[src/source/rv_pkg.sv]
package rv_pkg;

    localparam int XLEN       = 32;
    localparam int REG_ADDR_W = 5;

    typedef logic [XLEN-1:0]       word_t;
    typedef logic [REG_ADDR_W-1:0] reg_addr_t;

    typedef enum logic [6:0] {
        OP_LUI    = 7'b0110111,
        OP_AUIPC  = 7'b0010111,
        OP_JAL    = 7'b1101111,
        OP_JALR   = 7'b1100111,
        OP_BRANCH = 7'b1100011,
        OP_LOAD   = 7'b0000011,
        OP_STORE  = 7'b0100011,
        OP_IMM    = 7'b0010011,
        OP_OP     = 7'b0110011
    } opcode_e;

    typedef union packed {
        struct packed {
            logic [6:0] funct7;
            reg_addr_t  rs2;
            reg_addr_t  rs1;
            logic [2:0] funct3;
            reg_addr_t  rd;
            logic [6:0] opcode;
        } r_fmt;
        struct packed {
            logic [11:0] imm_11_0;
            reg_addr_t   rs1;
            logic [2:0]  funct3;
            reg_addr_t   rd;
            logic [6:0]  opcode;
        } i_fmt;
        struct packed {
            logic [6:0] imm_11_5;
            reg_addr_t  rs2;
            reg_addr_t  rs1;
            logic [2:0] funct3;
            logic [4:0] imm_4_0;
            logic [6:0] opcode;
        } s_fmt;
        struct packed {
            logic       imm_12;
            logic [5:0] imm_10_5;
            reg_addr_t  rs2;
            reg_addr_t  rs1;
            logic [2:0] funct3;
            logic [3:0] imm_4_1;
            logic       imm_11;
            logic [6:0] opcode;
        } b_fmt;
        struct packed {
            logic [19:0] imm_31_12;
            reg_addr_t   rd;
            logic [6:0]  opcode;
        } u_fmt;
        struct packed {
            logic       imm_20;
            logic [9:0] imm_10_1;
            logic       imm_11;
            logic [7:0] imm_19_12;
            reg_addr_t  rd;
            logic [6:0] opcode;
        } j_fmt;
    } instr_u;

    typedef enum logic [3:0] {
        ALU_ADD,
        ALU_SUB,
        ALU_AND,
        ALU_OR,
        ALU_XOR,
        ALU_SLL,
        ALU_SRL,
        ALU_SRA,
        ALU_SLT,
        ALU_SLTU,
        ALU_PASS_B,
        ALU_PC_ADD
    } alu_op_e;

    typedef struct packed {
        alu_op_e    alu_op;
        logic       use_imm;    // operand b comes from imm
        logic       is_load;
        logic       is_store;
        logic       is_byte_store;
        logic       is_branch;
        logic [2:0] branch_f3;
        logic       is_jal;
        logic       is_jalr;
        logic       writes_rd;
    } ctrl_t;

    typedef struct packed {
        ctrl_t     ctrl;
        word_t     pc;
        word_t     a;
        word_t     b;
        word_t     imm;
        reg_addr_t rd;
    } de_ex_t;

    typedef struct packed {
        logic [XLEN-3:0] addr;  // word address
        logic [3:0]      byte_en;
        word_t           store_data;
        logic            is_load;
    } mem_req_t;

    typedef struct packed {
        logic  taken;
        word_t target;
    } jump_t;

endpackage

[src/source/rv_regfile.sv]
`timescale 1ns/1ps

module rv_regfile (
    input  logic              clk,
    input  rv_pkg::reg_addr_t i_rs1,
    input  rv_pkg::reg_addr_t i_rs2,
    input  logic              i_we,
    input  rv_pkg::reg_addr_t i_rd,
    input  rv_pkg::word_t     i_wdata,
    output rv_pkg::word_t     o_rs1_val,
    output rv_pkg::word_t     o_rs2_val
);
    import rv_pkg::*;

    word_t regs [1:31];  // x0 not stored

    always_ff @(posedge clk) begin
        if (i_we && i_rd != '0) begin
            regs[i_rd] <= i_wdata;
        end
    end

    // pending write-back bypasses the array
    function automatic word_t read_port(reg_addr_t addr);
        if (addr == '0) begin
            return '0;
        end else if (i_we && addr == i_rd) begin
            return i_wdata;
        end else begin
            return regs[addr];
        end
    endfunction

    assign o_rs1_val = read_port(i_rs1);
    assign o_rs2_val = read_port(i_rs2);

endmodule

[config.mk]
export PLATFORM = sky130hd
export DESIGN_NAME = rv_regfile
export DESIGN_NICKNAME = d
export VERILOG_FILES = /design/src/source/rv_pkg.sv /design/src/source/rv_regfile.sv
export SDC_FILE = /design/constraint.sdc
export NUM_CORES = 1
export LEC_CHECK = 0
export ABC_AREA = 0
export BUFFER_PORTS_ARGS = -buffer_cell sky130_fd_sc_hd__buf_2
export CAP_MARGIN = 20
export CORE_AREA = 10 10 379 381
export DETAILED_ROUTE_END_ITERATION = 16
export DIE_AREA = 0 0 389 391
export SYNTH_ARGS = -nofsm -noshare
export SYNTH_HDL_FRONTEND = slang
export SYNTH_SLANG_ARGS = --single-unit
[constraint.sdc]
create_clock -name clk -period 9.2 [get_ports clk]
set_clock_uncertainty 0.15 [all_clocks]
set_input_delay 2.76 -clock clk [delete_from_list [all_inputs] [get_ports clk]]
set_output_delay 2.76 -clock clk [all_outputs]
set_load 0.005 [all_outputs]
==> results by group <==
Yosys
  • Async SR Flop Fraction: 0%
  • Synth Instances: 2858
  • Seq/Total Area, Yosys: 62.96%
  • Synth top area share: 62.96%
  • Number of synthesized flops with an enable pin: roughly 990
  • Synthesized Nets: roughly 2.9k
  • Dominant synthesized flop cell: edfxtp_1
  • Main area contributors after synthesis: edfxtp_1, mux4_2, mux2i_1
  • Mapped cell area: 0.04731 mm^2
  • Syn_area_per_cell: between 15 and 20 um^2
  • Synth unique cells: between 50 and 60
  • FF+latch count, synth: between 900 and 1k
  • Warnings from Yosys: 0
  • Synth area leader: edfxtp_1

Global routing
  • First-pass GRT wire length: about 230000 um
  • Total global-route track usage: about 21%
  • Initial antenna violation count: 23
  • Gr ovfl total: 0
  • Vias in the first global route: roughly 30k
  • Largest net degree at the start of global routing: between 60 and 70

Job
  • Max-cap viol count: 0

Floorplan
  • Die Footprint: around 0.15 mm^2
  • Die height: around 390 um
  • Number of top-level pins: between 100 and 150
  • Die W: 389 um
  • Site row count: between 100 and 150
  • Starting density of the core: 34.71%
  • Core Area: 0.1363 mm^2

Layout
  • Biggest regs: regs: 992 flops
  • Fill cells: around 12k
  • Layout Cells excl Fill: roughly 5k
  • Layout Nets: between 3k and 4k
  • Most common cell after layout, fill and taps aside: edfxtp_1
  • Fraction of layout cells with a size suffix above 1: between 20% and 30%
  • Layout area overhead: 14.30%
  • Most flop-heavy register: regs
  • Commonest non-fill, non-tap cells in the layout: edfxtp_1, mux2i_1, mux4_2
  • Max reg flops: around 990
  • Final Cell Area: ~0.054 mm^2

Route
  • DRC: 0
  • ANT nets after route: 0
  • Iter 0 DRT Violations: between 4k and 5k
  • Via count: between 30k and 40k
  • TritonRoute pass-1 iters: 8
  • Avg WL per Cell: roughly 33 um
  • Vias per cell: 6.197
  • Final WL: between 150000 and 200000 um

Pwr
  • P_int: 7.943 mW
  • NetSw: 2.468 mW
  • Pwr/cell area: ~190 mW/mm^2
  • Max VDD drop: 145.0 uV
  • Clk pwr share: 41.7%
  • Switch share: 23.71%
  • Leak Pwr: 17.74 nW
  • Sequential power share: about half
  • Comb pwr share: under 10%

Critical path
  • Worst Setup End Kind: output port
  • Worst path arrival time: about 5.9 ns
  • Critical path peak fanout: 34
  • Worst EP required: 6.29 ns
  • CP Launch Type: primary input
  • Critical path launch point: i_rs2[2]
  • Crit Path Category: in2out

Min path
  • Worst hold stages: 1
  • HP Class: in2reg
  • Worst hold path startpoint: i_wdata[24]

Placement
  • DP Area: about 0.051 mm^2
  • Placed cell count: about 4.7k
  • Port bufs: ~110
  • HPWL after DPL: ~97000 um
  • Place WS: ~0.48 ns
  • Routability Congestion: between 0.8 and 0.9

STA
  • Final min period: ~8.8 ns
  • Final Cycle Share: about 96%
  • Setup_tns: 0 ns
  • Hold Slack: ~2.3 ns
  • Slew at the pin closest to its max-slew limit: a little under 1 ns
  • Fmax achieved: 0.1132 GHz
  • Unrepaired setup endpoints after global routing: false
  • Slew headroom: between 30% and 40%
  • Setup ws final: approximately 0.37 ns
  • Max Slew Vio Count: 0
  • Final setup vio count: 0
  • Endpoints failing hold: 0

Clock network
  • Maximum clock insertion buffer count: 3
  • TritonCTS Buffers: approximately 110
  • CTS H-tree depth: 3
  • CTS root buf: clkbuf_16
  • CTS tree: yes
  • Clock sinks: roughly 990
  • Cts hold-fix bufs: 0
  • Clock transition at path regs: roughly 0.06 ns
  • CTS resizes: 0
  • Post-CTS Setup Bufs: 0

Run status
  • Status: finished, final reports clean
-- final cells by class --
| cell class | instances | area [um^2] | area share, % |
|---|---|---|---|
| sequential | 992 | 29790 | 55.08 |
| clock inverter | 69 | 670.6 | 1.240 |
| timing repair buffer | 261 | 1992 | 3.683 |
| tap | 1794 | 2245 | 4.151 |
| inverter | 3 | 11.26 | 0.02082 |
| clock buffer | 131 | 2831 | 5.236 |
| multi-input combinational | 1615 | 16540 | 30.58 |
| antenna | 2 | 5.005 | 0.009255 |
-- power groups by stage --
stage	Sequential, mW	Combinational [mW]	Clock (mW)
2_1_floorplan	5.14	0.559	0
3_3_place_gp	5.14	1.01	0
3_5_place_dp	5.15	1.01	0
4_1_cts	5.05	1.01	4.39
5_1_grt	5.06	1.07	4.57
6_report	5.05	1.02	4.34
-- cell families after synthesis --
| group | synth area share [%] |
|---|---|
| compound gates | 8.518 |
| xor+xnor | 0.1851 |
| buf+inv | 2.724 |
| flops | 62.96 |
| mux | 22.16 |
| simple gates | 3.454 |
-- worst max-delay path, cell delays in order --
cell and delay, ns:
buf_4 0.57, xor2_1 0.15, nor4_1 0.28, and3_1 0.42
nor2b_4 0.60, buf_12 0.30, a32o_1 0.50, buf_2 0.22
-- path summary, 6_finish.rpt --
check                       end  slack, ns
setup / recovery  o_rs2_val[20]       0.37
hold / removal     regs[24][24]       2.34
-- layer usage --
layer / up-vias / GRT usage (%) / part of all wire (%)
met5: - / 0 / 0.052
met4: 14 / 5.995 / 2.6
met3: 266 / 4.742 / 11
met2: 1762 / 31.67 / 45
met1: 15890 / 28.85 / 41
li1: 12230 / - / -
-- metrics by stage --
step	power (mW)	util, %
2_1_floorplan	5.700	-
3_3_place_gp	6.151	37.07
3_5_place_dp	6.158	37.10
4_1_cts	10.45	39.67
5_1_grt	10.69	39.68
6_report	10.41	39.68
-- Yosys cell counts (28+ instances only) --
master and instances:
o22ai_1 88, nand3_1 33, nand2_1 156, clkbuf_1 109, buf_2 76, a211oi_1 80
edfxtp_1 992, buf_4 39, mux4_2 281, o211ai_1 33, nor2_1 99, a21oi_1 82
nor2b_1 28, a22oi_1 31, a32o_1 31, o21ai_0 29, mux2i_1 361
(Power assumes the default switching activity.)
