$ cat src/source/rv_pkg.sv
package rv_pkg;

    localparam int XLEN       = 32;
    localparam int REG_ADDR_W = 5;

    typedef logic [XLEN-1:0]       word_t;
    typedef logic [REG_ADDR_W-1:0] reg_addr_t;

    typedef enum logic [6:0] {
        OP_LUI    = 7'b0110111,
        OP_AUIPC  = 7'b0010111,
        OP_JAL    = 7'b1101111,
        OP_JALR   = 7'b1100111,
        OP_BRANCH = 7'b1100011,
        OP_LOAD   = 7'b0000011,
        OP_STORE  = 7'b0100011,
        OP_IMM    = 7'b0010011,
        OP_OP     = 7'b0110011
    } opcode_e;

    typedef union packed {
        struct packed {
            logic [6:0] funct7;
            reg_addr_t  rs2;
            reg_addr_t  rs1;
            logic [2:0] funct3;
            reg_addr_t  rd;
            logic [6:0] opcode;
        } r_fmt;
        struct packed {
            logic [11:0] imm_11_0;
            reg_addr_t   rs1;
            logic [2:0]  funct3;
            reg_addr_t   rd;
            logic [6:0]  opcode;
        } i_fmt;
        struct packed {
            logic [6:0] imm_11_5;
            reg_addr_t  rs2;
            reg_addr_t  rs1;
            logic [2:0] funct3;
            logic [4:0] imm_4_0;
            logic [6:0] opcode;
        } s_fmt;
        struct packed {
            logic       imm_12;
            logic [5:0] imm_10_5;
            reg_addr_t  rs2;
            reg_addr_t  rs1;
            logic [2:0] funct3;
            logic [3:0] imm_4_1;
            logic       imm_11;
            logic [6:0] opcode;
        } b_fmt;
        struct packed {
            logic [19:0] imm_31_12;
            reg_addr_t   rd;
            logic [6:0]  opcode;
        } u_fmt;
        struct packed {
            logic       imm_20;
            logic [9:0] imm_10_1;
            logic       imm_11;
            logic [7:0] imm_19_12;
            reg_addr_t  rd;
            logic [6:0] opcode;
        } j_fmt;
    } instr_u;

    typedef enum logic [3:0] {
        ALU_ADD,
        ALU_SUB,
        ALU_AND,
        ALU_OR,
        ALU_XOR,
        ALU_SLL,
        ALU_SRL,
        ALU_SRA,
        ALU_SLT,
        ALU_SLTU,
        ALU_PASS_B,
        ALU_PC_ADD
    } alu_op_e;

    typedef struct packed {
        alu_op_e    alu_op;
        logic       use_imm;    // operand b comes from imm
        logic       is_load;
        logic       is_store;
        logic       is_byte_store;
        logic       is_branch;
        logic [2:0] branch_f3;
        logic       is_jal;
        logic       is_jalr;
        logic       writes_rd;
    } ctrl_t;

    typedef struct packed {
        ctrl_t     ctrl;
        word_t     pc;
        word_t     a;
        word_t     b;
        word_t     imm;
        reg_addr_t rd;
    } de_ex_t;

    typedef struct packed {
        logic [XLEN-3:0] addr;  // word address
        logic [3:0]      byte_en;
        word_t           store_data;
        logic            is_load;
    } mem_req_t;

    typedef struct packed {
        logic  taken;
        word_t target;
    } jump_t;

endpackage

$ cat src/source/rv_decode.sv
`timescale 1ns/1ps

module rv_decode (
    input  logic              clk,
    input  logic              reset,
    input  rv_pkg::word_t     i_pc,
    input  rv_pkg::instr_u    i_inst,
    input  rv_pkg::jump_t     i_jump,
    input  rv_pkg::word_t     i_rs1_val,
    input  rv_pkg::word_t     i_rs2_val,
    output rv_pkg::reg_addr_t o_rs1,
    output rv_pkg::reg_addr_t o_rs2,
    output rv_pkg::de_ex_t    o_de_ex
);
    import rv_pkg::*;

    logic [6:0] opcode;
    logic [2:0] funct3;
    logic [6:0] funct7;
    word_t      imm_i;
    word_t      imm_s;
    word_t      imm_b;
    word_t      imm_u;
    word_t      imm_j;
    logic       shift_f7_ok;
    logic       reg_f7_ok;
    alu_op_e    arith_op;
    ctrl_t      ctrl;
    word_t      imm;

    assign opcode = i_inst.r_fmt.opcode;
    assign funct3 = i_inst.r_fmt.funct3;
    assign funct7 = i_inst.r_fmt.funct7;
    assign o_rs1  = i_inst.r_fmt.rs1;
    assign o_rs2  = i_inst.r_fmt.rs2;

    assign imm_i = {{20{i_inst.i_fmt.imm_11_0[11]}}, i_inst.i_fmt.imm_11_0};
    assign imm_s = {{20{i_inst.s_fmt.imm_11_5[6]}}, i_inst.s_fmt.imm_11_5,
                    i_inst.s_fmt.imm_4_0};
    assign imm_b = {{19{i_inst.b_fmt.imm_12}}, i_inst.b_fmt.imm_12, i_inst.b_fmt.imm_11,
                    i_inst.b_fmt.imm_10_5, i_inst.b_fmt.imm_4_1, 1'b0};
    assign imm_u = {i_inst.u_fmt.imm_31_12, 12'h000};
    assign imm_j = {{11{i_inst.j_fmt.imm_20}}, i_inst.j_fmt.imm_20, i_inst.j_fmt.imm_19_12,
                    i_inst.j_fmt.imm_11, i_inst.j_fmt.imm_10_1, 1'b0};

    // funct7 may only be 0x20 for sub and the arithmetic shift
    assign shift_f7_ok = (funct7 == 7'h00) || (funct7 == 7'h20 && funct3 == 3'b101);
    assign reg_f7_ok   = (funct7 == 7'h00) ||
                         (funct7 == 7'h20 && (funct3 == 3'b000 || funct3 == 3'b101));

    always_comb begin
        case (funct3)
            3'b000:  arith_op = (opcode == OP_OP && funct7[5]) ? ALU_SUB : ALU_ADD;
            3'b001:  arith_op = ALU_SLL;
            3'b010:  arith_op = ALU_SLT;
            3'b011:  arith_op = ALU_SLTU;
            3'b100:  arith_op = ALU_XOR;
            3'b101:  arith_op = funct7[5] ? ALU_SRA : ALU_SRL;
            3'b110:  arith_op = ALU_OR;
            default: arith_op = ALU_AND;
        endcase
    end

    always_comb begin
        ctrl = '0;  // anything not matched below becomes a bubble
        imm  = '0;
        case (opcode)
            OP_LUI: begin
                ctrl.alu_op    = ALU_PASS_B;
                ctrl.use_imm   = 1'b1;
                ctrl.writes_rd = 1'b1;
                imm            = imm_u;
            end
            OP_AUIPC: begin
                ctrl.alu_op    = ALU_PC_ADD;
                ctrl.use_imm   = 1'b1;
                ctrl.writes_rd = 1'b1;
                imm            = imm_u;
            end
            OP_JAL: begin
                ctrl.is_jal    = 1'b1;
                ctrl.writes_rd = 1'b1;
                imm            = imm_j;
            end
            OP_JALR: begin
                if (funct3 == 3'b000) begin
                    ctrl.is_jalr   = 1'b1;
                    ctrl.use_imm   = 1'b1;  // alu forms rs1 + imm
                    ctrl.writes_rd = 1'b1;
                    imm            = imm_i;
                end
            end
            OP_BRANCH: begin
                if (funct3[2:1] != 2'b01) begin
                    ctrl.is_branch = 1'b1;
                    ctrl.branch_f3 = funct3;
                    imm            = imm_b;
                end
            end
            OP_LOAD: begin
                if (funct3 == 3'b010) begin
                    ctrl.is_load   = 1'b1;
                    ctrl.use_imm   = 1'b1;
                    ctrl.writes_rd = 1'b1;
                    imm            = imm_i;
                end
            end
            OP_STORE: begin
                if (funct3 == 3'b000 || funct3 == 3'b010) begin
                    ctrl.is_store      = 1'b1;
                    ctrl.is_byte_store = (funct3 == 3'b000);
                    ctrl.use_imm       = 1'b1;
                    imm                = imm_s;
                end
            end
            OP_IMM: begin
                if (funct3[1:0] != 2'b01 || shift_f7_ok) begin
                    ctrl.alu_op    = arith_op;
                    ctrl.use_imm   = 1'b1;
                    ctrl.writes_rd = 1'b1;
                    imm            = imm_i;  // shamt sits in the low 5 bits
                end
            end
            OP_OP: begin
                if (reg_f7_ok) begin
                    ctrl.alu_op    = arith_op;
                    ctrl.writes_rd = 1'b1;
                end
            end
            default: ;
        endcase
    end

    always_ff @(posedge clk) begin
        if (reset || i_jump.taken) begin
            o_de_ex.ctrl <= '0;  // squash wrong-path instr
        end else begin
            o_de_ex.ctrl <= ctrl;
        end
        o_de_ex.pc  <= i_pc;
        o_de_ex.a   <= i_rs1_val;
        o_de_ex.b   <= i_rs2_val;
        o_de_ex.imm <= imm;
        o_de_ex.rd  <= i_inst.r_fmt.rd;
    end

endmodule

$ cat config.mk
export PLATFORM = sky130hd
export DESIGN_NAME = rv_decode
export DESIGN_NICKNAME = d
export VERILOG_FILES = /design/src/source/rv_pkg.sv /design/src/source/rv_decode.sv
export SDC_FILE = /design/constraint.sdc
export NUM_CORES = 1
export LEC_CHECK = 0
export ABC_AREA = 1
export BUFFER_PORTS_ARGS = -buffer_cell sky130_fd_sc_hd__buf_2
export CAP_MARGIN = 20
export CORE_AREA = 2 2 125 127
export CTS_CLUSTER_DIAMETER = 80
export DETAILED_ROUTE_END_ITERATION = 8
export DIE_AREA = 0 0 127 129
export GPL_ROUTABILITY_DRIVEN = 0
export GPL_TIMING_DRIVEN = 0
export PLACE_DENSITY = 0.55
export RECOVER_POWER = 100
export SLEW_MARGIN = 40
export SYNTH_ARGS = -nofsm -noshare
export SYNTH_HDL_FRONTEND = slang
export SYNTH_SLANG_ARGS = --single-unit
$ cat constraint.sdc
create_clock -name clk -period 2 [get_ports clk]
set_input_delay 0.1 -clock clk [delete_from_list [all_inputs] [get_ports clk]]
set_output_delay 0.1 -clock clk [all_outputs]
set_load 0.01 [all_outputs]
==> results of run 1 <==
-- routing by layer --
metal / wire, um / vias up / track usage
met3: 1140 / 32 / 0.0632
met1: 6220 / 1997 / 0.199
li1: - / 2069 / -
met4: 520 / 0 / 0.0853
met5: 0 / - / 0
met2: 8500 / 208 / 0.352
-- cell type report --
class	instances	area, um2
fillers	1413	7620
flip-flops and latches	148	2960
repair buffers	407	2430
multi-input cells	182	867
clock buffers	17	425
well taps	188	235
clock inverters	15	165
plain buffers	19	134
inverters	35	131
diodes	1	2.50
-- through the flow --
stage                     total power [uW]  worst slack [ps]
after floorplan                       3310               959
after global placement                3600               558
after detailed placement              3610               518
after CTS                             6950               466
after global routing                  7110               194
final                                 6860               349
-- worst paths after layout --
path | start | endpoint | slack, ps | cells after the start
setup / recovery | i_inst[13] | o_de_ex[28] | 350 | 9
hold / removal | i_inst[14] | o_de_ex[19] | 30 | 3
-- power groups by stage --
stage	clock network, uW	registers [uW]	logic [uW]
detailed placement	0	3160	454
finish	3150	3100	621
floorplan	0	3220	84.3
CTS	3220	3090	645
global route	3340	3110	659
global placement	0	3150	450
-- Yosys cell counts, types with 4 or more instances --
| cell type | count |
|---|---|
| a21oi_1 | 14 |
| buf_4 | 12 |
| dfxtp_1 | 148 |
| inv_1 | 29 |
| inv_2 | 6 |
| nand2_1 | 49 |
| nand3_1 | 22 |
| nand4_1 | 23 |
| nor2_1 | 55 |
| nor2_2 | 4 |
| o21ai_0 | 4 |
-- cell usage in the layout (no fill, tap or decap), drive strengths merged --
master       Yosys  final
a21oi           15     15
buf             17    135
bufinv           0      1
clkbuf           2    188
clkinv           0      4
clkinvlp         0      1
dfxtp          148    148
diode            0      1
dlygate4sd3      0    120
inv             35     44
nand2           51     51
nand3           24     24
nand3b           1      1
nand4           23     23
nor2            62     62
nor3             2      2
o21ai            4      4
-- worst max-delay path, stage by stage --
cell,delay [ps]
dlygate4sd3_1,530
buf_2,150
inv_2,140
nand2_1,70
nor2_1,100
nand2_1,120
nand3_1,120
clkbuf_1,380
nand4_1,190
-- kinds of logic (layout without fill, tap and decap cells) --
group | count (synthesis) | in the layout
compound gates | 19 | 19
buf+inv | 54 | 493
flops | 148 | 148
other cells | 0 | 1
simple gates | 163 | 163
-- timing repair --
action                                  in CTS  in global routing
hold buffers                               120                  0
endpoints found under the setup margin       0                  0
endpoints found under the hold margin      122                  0
setup buffers                                0                  0
==> impl_metrics.ini, run 1 <==
[logic_synthesis]
ys_seq_area_frac = 0.723
ys_top_cells_by_area = dfxtp_1, nor2_1, nand2_1, nand4_1, nand3_1
synthSimpleGateAreaFrac = 0.188
synth_largest_area_cell = dfxtp_1
avgSynthCellArea_um2 = 10.7
synth_compound_area_frac = 0.0241
synth-adder-area-share = 0
yosysTopAreaCellShare = 0.723
synth_ff_type = dfxtp_1
yosys.area_share.xor_xnor = 0
synth-seq-cells = 148
synth_cell_type_count = 21
synth_top_family_by_area = simple AND/OR/NAND/NOR gates
synthMuxAreaShare = 0
postSynthCellCount = 384
synth_edf_count = 0
async_reset_ff_frac = 0
synth_area_um2 = 4100
syn-num-nets = 547
ys_warn_count = 0

[placement]
placed_cells = 859
io_buffers = 287
dpl.hpwl_mm = 11.2
placed_cell_area_um2 = 5770

[route]
ant_nets = 0
remaining_drc_errors = 0
wl_per_cell_um = 16.2
via_count = 4306
firstDrtPassIters = 4
drtIter0Drc = 212
vias_per_cell = 4.25
routed_wl_mm = 16.4

[clock_tree]
cts.root.buffer_cell = clkbuf_16
cts_tree = done
numCtsBuffers = 17
cts.sinks = 148
clkSlewWorstSetupHoldPaths_ps = 70
clockBufferDepth = 2
ctsResizeCount = 0
cts_htree_levels = 4

[global_route]
grt_overflow = 0
grt_use_total = 0.192
grt_pass1_vias = 4268
grt_pass1_wl_mm = 23.3
grt_start_max_net_pins = 17
antenna_found_initial = 1

[cells_and_area]
nNetsFinal = 973
finish.utilization = 0.491
largestRegisters = o_de_ex (148)
top_register = o_de_ex
largest_reg_flops = 148
drive_gt1_frac = 0.227
layout.cells.non_filler = 1012
design_area_um2 = 7350
area_growth_pct = 79.4

[worst_setup_path]
required_ps = 2260
crit_type = in2reg
cp.arrival_ps = 1910
cp-start-kind = primary input
crit_fanout = 10
cp-end-kind = register

[timing]
relSlewSlack = 0.690
setup_viol_count_final = 0
tightest_slew_ps = 465
layout_min_cycle_time_ps = 1650
whs_ps = 28.3
fin_setup_tns_ps = 0
hold_viol = 0
drv_slew = 0
fmax_mhz = 606
period_share = 0.826
rsz0062_at_grt = no

[power_and_ir_drop]
swShare = 0.248
leakage_uw = 0.00343
internal-power_uw = 5160
peakVddDrop_v = 0.000534
power_switching_uw = 1700
p_seq_frac = 0.451
p_per_area_nw_per_um2 = 934
p_comb_frac = 0.090
clock_power_share = 0.458

[floorplan]
pin_count = 321
fp.dieArea_um2 = 16400
start_util = 0.274
core_um2 = 15000
rows = 45
die_h_um = 129
die_w_um = 127

[job]
cap_viol_max_count = 0

[outcome]
status = complete, no violations

[min_path]
hold_path.class = in2reg
No activity file was read; power rests on OpenSTA's default activity.
==> run 2: changes to the inputs <==
--- a/config.mk
+++ b/config.mk
@@ -8,13 +8,13 @@
 export ABC_AREA = 1
 export BUFFER_PORTS_ARGS = -buffer_cell sky130_fd_sc_hd__buf_2
 export CAP_MARGIN = 20
-export CORE_AREA = 2 2 125 127
+export CORE_AREA = 2 2 126 128
 export CTS_CLUSTER_DIAMETER = 80
 export DETAILED_ROUTE_END_ITERATION = 8
-export DIE_AREA = 0 0 127 129
+export DIE_AREA = 0 0 128 130
 export GPL_ROUTABILITY_DRIVEN = 0
 export GPL_TIMING_DRIVEN = 0
-export PLACE_DENSITY = 0.55
+export PLACE_DENSITY = 0.54
 export RECOVER_POWER = 100
 export SLEW_MARGIN = 40
 export SYNTH_ARGS = -nofsm -noshare
==> constraint.sdc (replaced) <==
create_clock -name clk -period 1.6 [get_ports clk]
set_input_delay 0.08 -clock clk [delete_from_list [all_inputs] [get_ports clk]]
set_output_delay 0.08 -clock clk [all_outputs]
set_load 0.01 [all_outputs]
==> run 2 against run 1 <==
Net effect: die area increased by 1.6%; total power increased by 30%; worst hold slack improved by 16 ps; via count decreased by 1.6%; sequential power increased by 25%; core utilization decreased by 0.89 points; sequential share of layout area decreased by 0.45 points; combinational power increased by 24%; count of clock-buffer cells in the layout unchanged.
==> impl_metrics.ini, run 2 (synthesized netlist as in run 1, its figures left out) <==
[floorplan]
start_util = 0.266
die_h_um = 130
rows = 46
die_w_um = 128
core_um2 = 15400
fp.dieArea_um2 = 16600
pin_count = 321

[min_path]
hold_path.class = in2reg
min_to = o_de_ex[31]
min_path_cells = 5
min_from = i_inst[26]

[timing]
hold_viol = 0
setup_viol_count_final = 0
rsz0062_at_grt = no
fmax_mhz = 674
relSlewSlack = 0.721
period_share = 0.928
drv_slew = 0
layout_min_cycle_time_ps = 1480
tightest_slew_ps = 418
fin_setup_tns_ps = 0
whs_ps = 44.0

[placement]
dpl.hpwl_mm = 10.7
placed_cells = 863
io_buffers = 287

[clock_tree]
cts.sinks = 148
clockBufferDepth = 2
numCtsBuffers = 17
cts.root.buffer_cell = clkbuf_16
cts_tree = done
clkSlewWorstSetupHoldPaths_ps = 70
post_cts_buffers = 0
cts_htree_levels = 4

[cells_and_area]
largestRegisters = o_de_ex (148)
mostFrequentLayoutCell = clkbuf_1
layout.cells.non_filler = 1018
area_growth_pct = 81.4
largest_reg_flops = 148
mostFrequentLayoutCells = clkbuf_1, dfxtp_1, buf_2
finish.utilization = 0.482
nFillCells = 1483
top_register = o_de_ex
antennaDiodeCount = 0
drive_gt1_frac = 0.230
nNetsFinal = 976

[worst_setup_path]
cp.arrival_ps = 1770
cpPeakStageDelay_ps = 540
crit_type = in2reg
cpLargestDelayFamily = simple AND/OR/NAND/NOR gates
cp_num_buf_inv = 2
cp-end-kind = register
cp_cell_sequence = dlygate4sd3_1, buf_2, nand2_1, nor2_4, nand2_2, nand2_1, a21oi_1, nand4_1
cp-start-kind = primary input
crit_path_frequent_cell = nand2_1
crit_fanout = 10
required_ps = 1880
cp_slowest_cell = dlygate4sd3_1

[outcome]
status = complete, no violations

[global_route]
antenna_found_initial = 0
grt_pass1_wl_mm = 22.6
grt_use_total = 0.180
grt_start_max_net_pins = 17
grt_pass1_vias = 4296
grt_overflow = 0

[route]
routed_wl_mm = 15.7
drtIter0Drc = 160
via_count = 4235
ant_nets = 0
vias_per_cell = 4.16
firstDrtPassIters = 5
wl_per_cell_um = 15.5
remaining_drc_errors = 0

[power_and_ir_drop]
peakVddDrop_v = 0.000711
p_per_area_nw_per_um2 = 1200
leakage_uw = 0.00347
power_uw = 8920

[job]
cap_viol_max_count = 0
[run 2: changes by cell type in the layout (fill, tap and decap cells not counted), sizes merged]
| cell | previous run | this run |
|---|---|---|
| bufinv | 1 | 3 |
| inv | 44 | 43 |
| dlygate4sd3 | 120 | 123 |
| buf | 135 | 136 |
| clkinvlp | 1 | 0 |
| clkbuf | 188 | 187 |
| diode | 1 | 0 |
[run 2: timing repair]
action,in CTS,in global routing
hold buffers,123,0
endpoints found under the hold margin,130,0
resized for setup,0,1
setup endpoints to repair,0,7
[run 2: cell type report]
class                      instances  area [um2]  share of cell area
inverter                          35         131              0.0177
multi-input combinational        182         875               0.118
tap                              192         240              0.0323
sequential                       148        2960               0.399
timing repair buffer             410        2460               0.331
buffer                            19         126              0.0170
clock buffer                      17         425              0.0572
clock inverter                    15         214              0.0288
[run 2: worst max path at each step]
stage	startpoint	end	cells past startpoint	slack, ps
2_1_floorplan	i_inst[31]	o_de_ex[15]	10	580
3_3_place_gp	i_inst[6]	o_de_ex[20]	8	190
3_5_place_dp	i_inst[6]	o_de_ex[21]	8	150
4_1_cts	i_jump[32]	o_de_ex[146]	6	140
5_1_grt	i_inst[5]	o_de_ex[27]	11	8
6_report	i_inst[5]	o_de_ex[21]	8	120
[run 2: metal layers]
layer | GRT usage | vias up | part of all wire
li1 | - | 2062 | -
met1 | 0.188 | 1917 | 0.38
met2 | 0.313 | 218 | 0.49
met3 | 0.0746 | 38 | 0.092
met4 | 0.0950 | 0 | 0.039
met5 | 0 | - | 0
[run 2: report_power, final]
group | switching [uW] | internal, uW | leakage, uW
Combinational | 362 | 408 | 0.00193
Clock | 1740 | 2540 | 0.000315
Sequential | 42.0 | 3830 | 0.00123
[run 2: through the flow]
stage	setup slack, ps	cell area (um2)
after global placement	189	5780
after floorplan	579	4100
final	115	7430
after detailed placement	150	5780
after global routing	8.22	7430
after CTS	138	7650
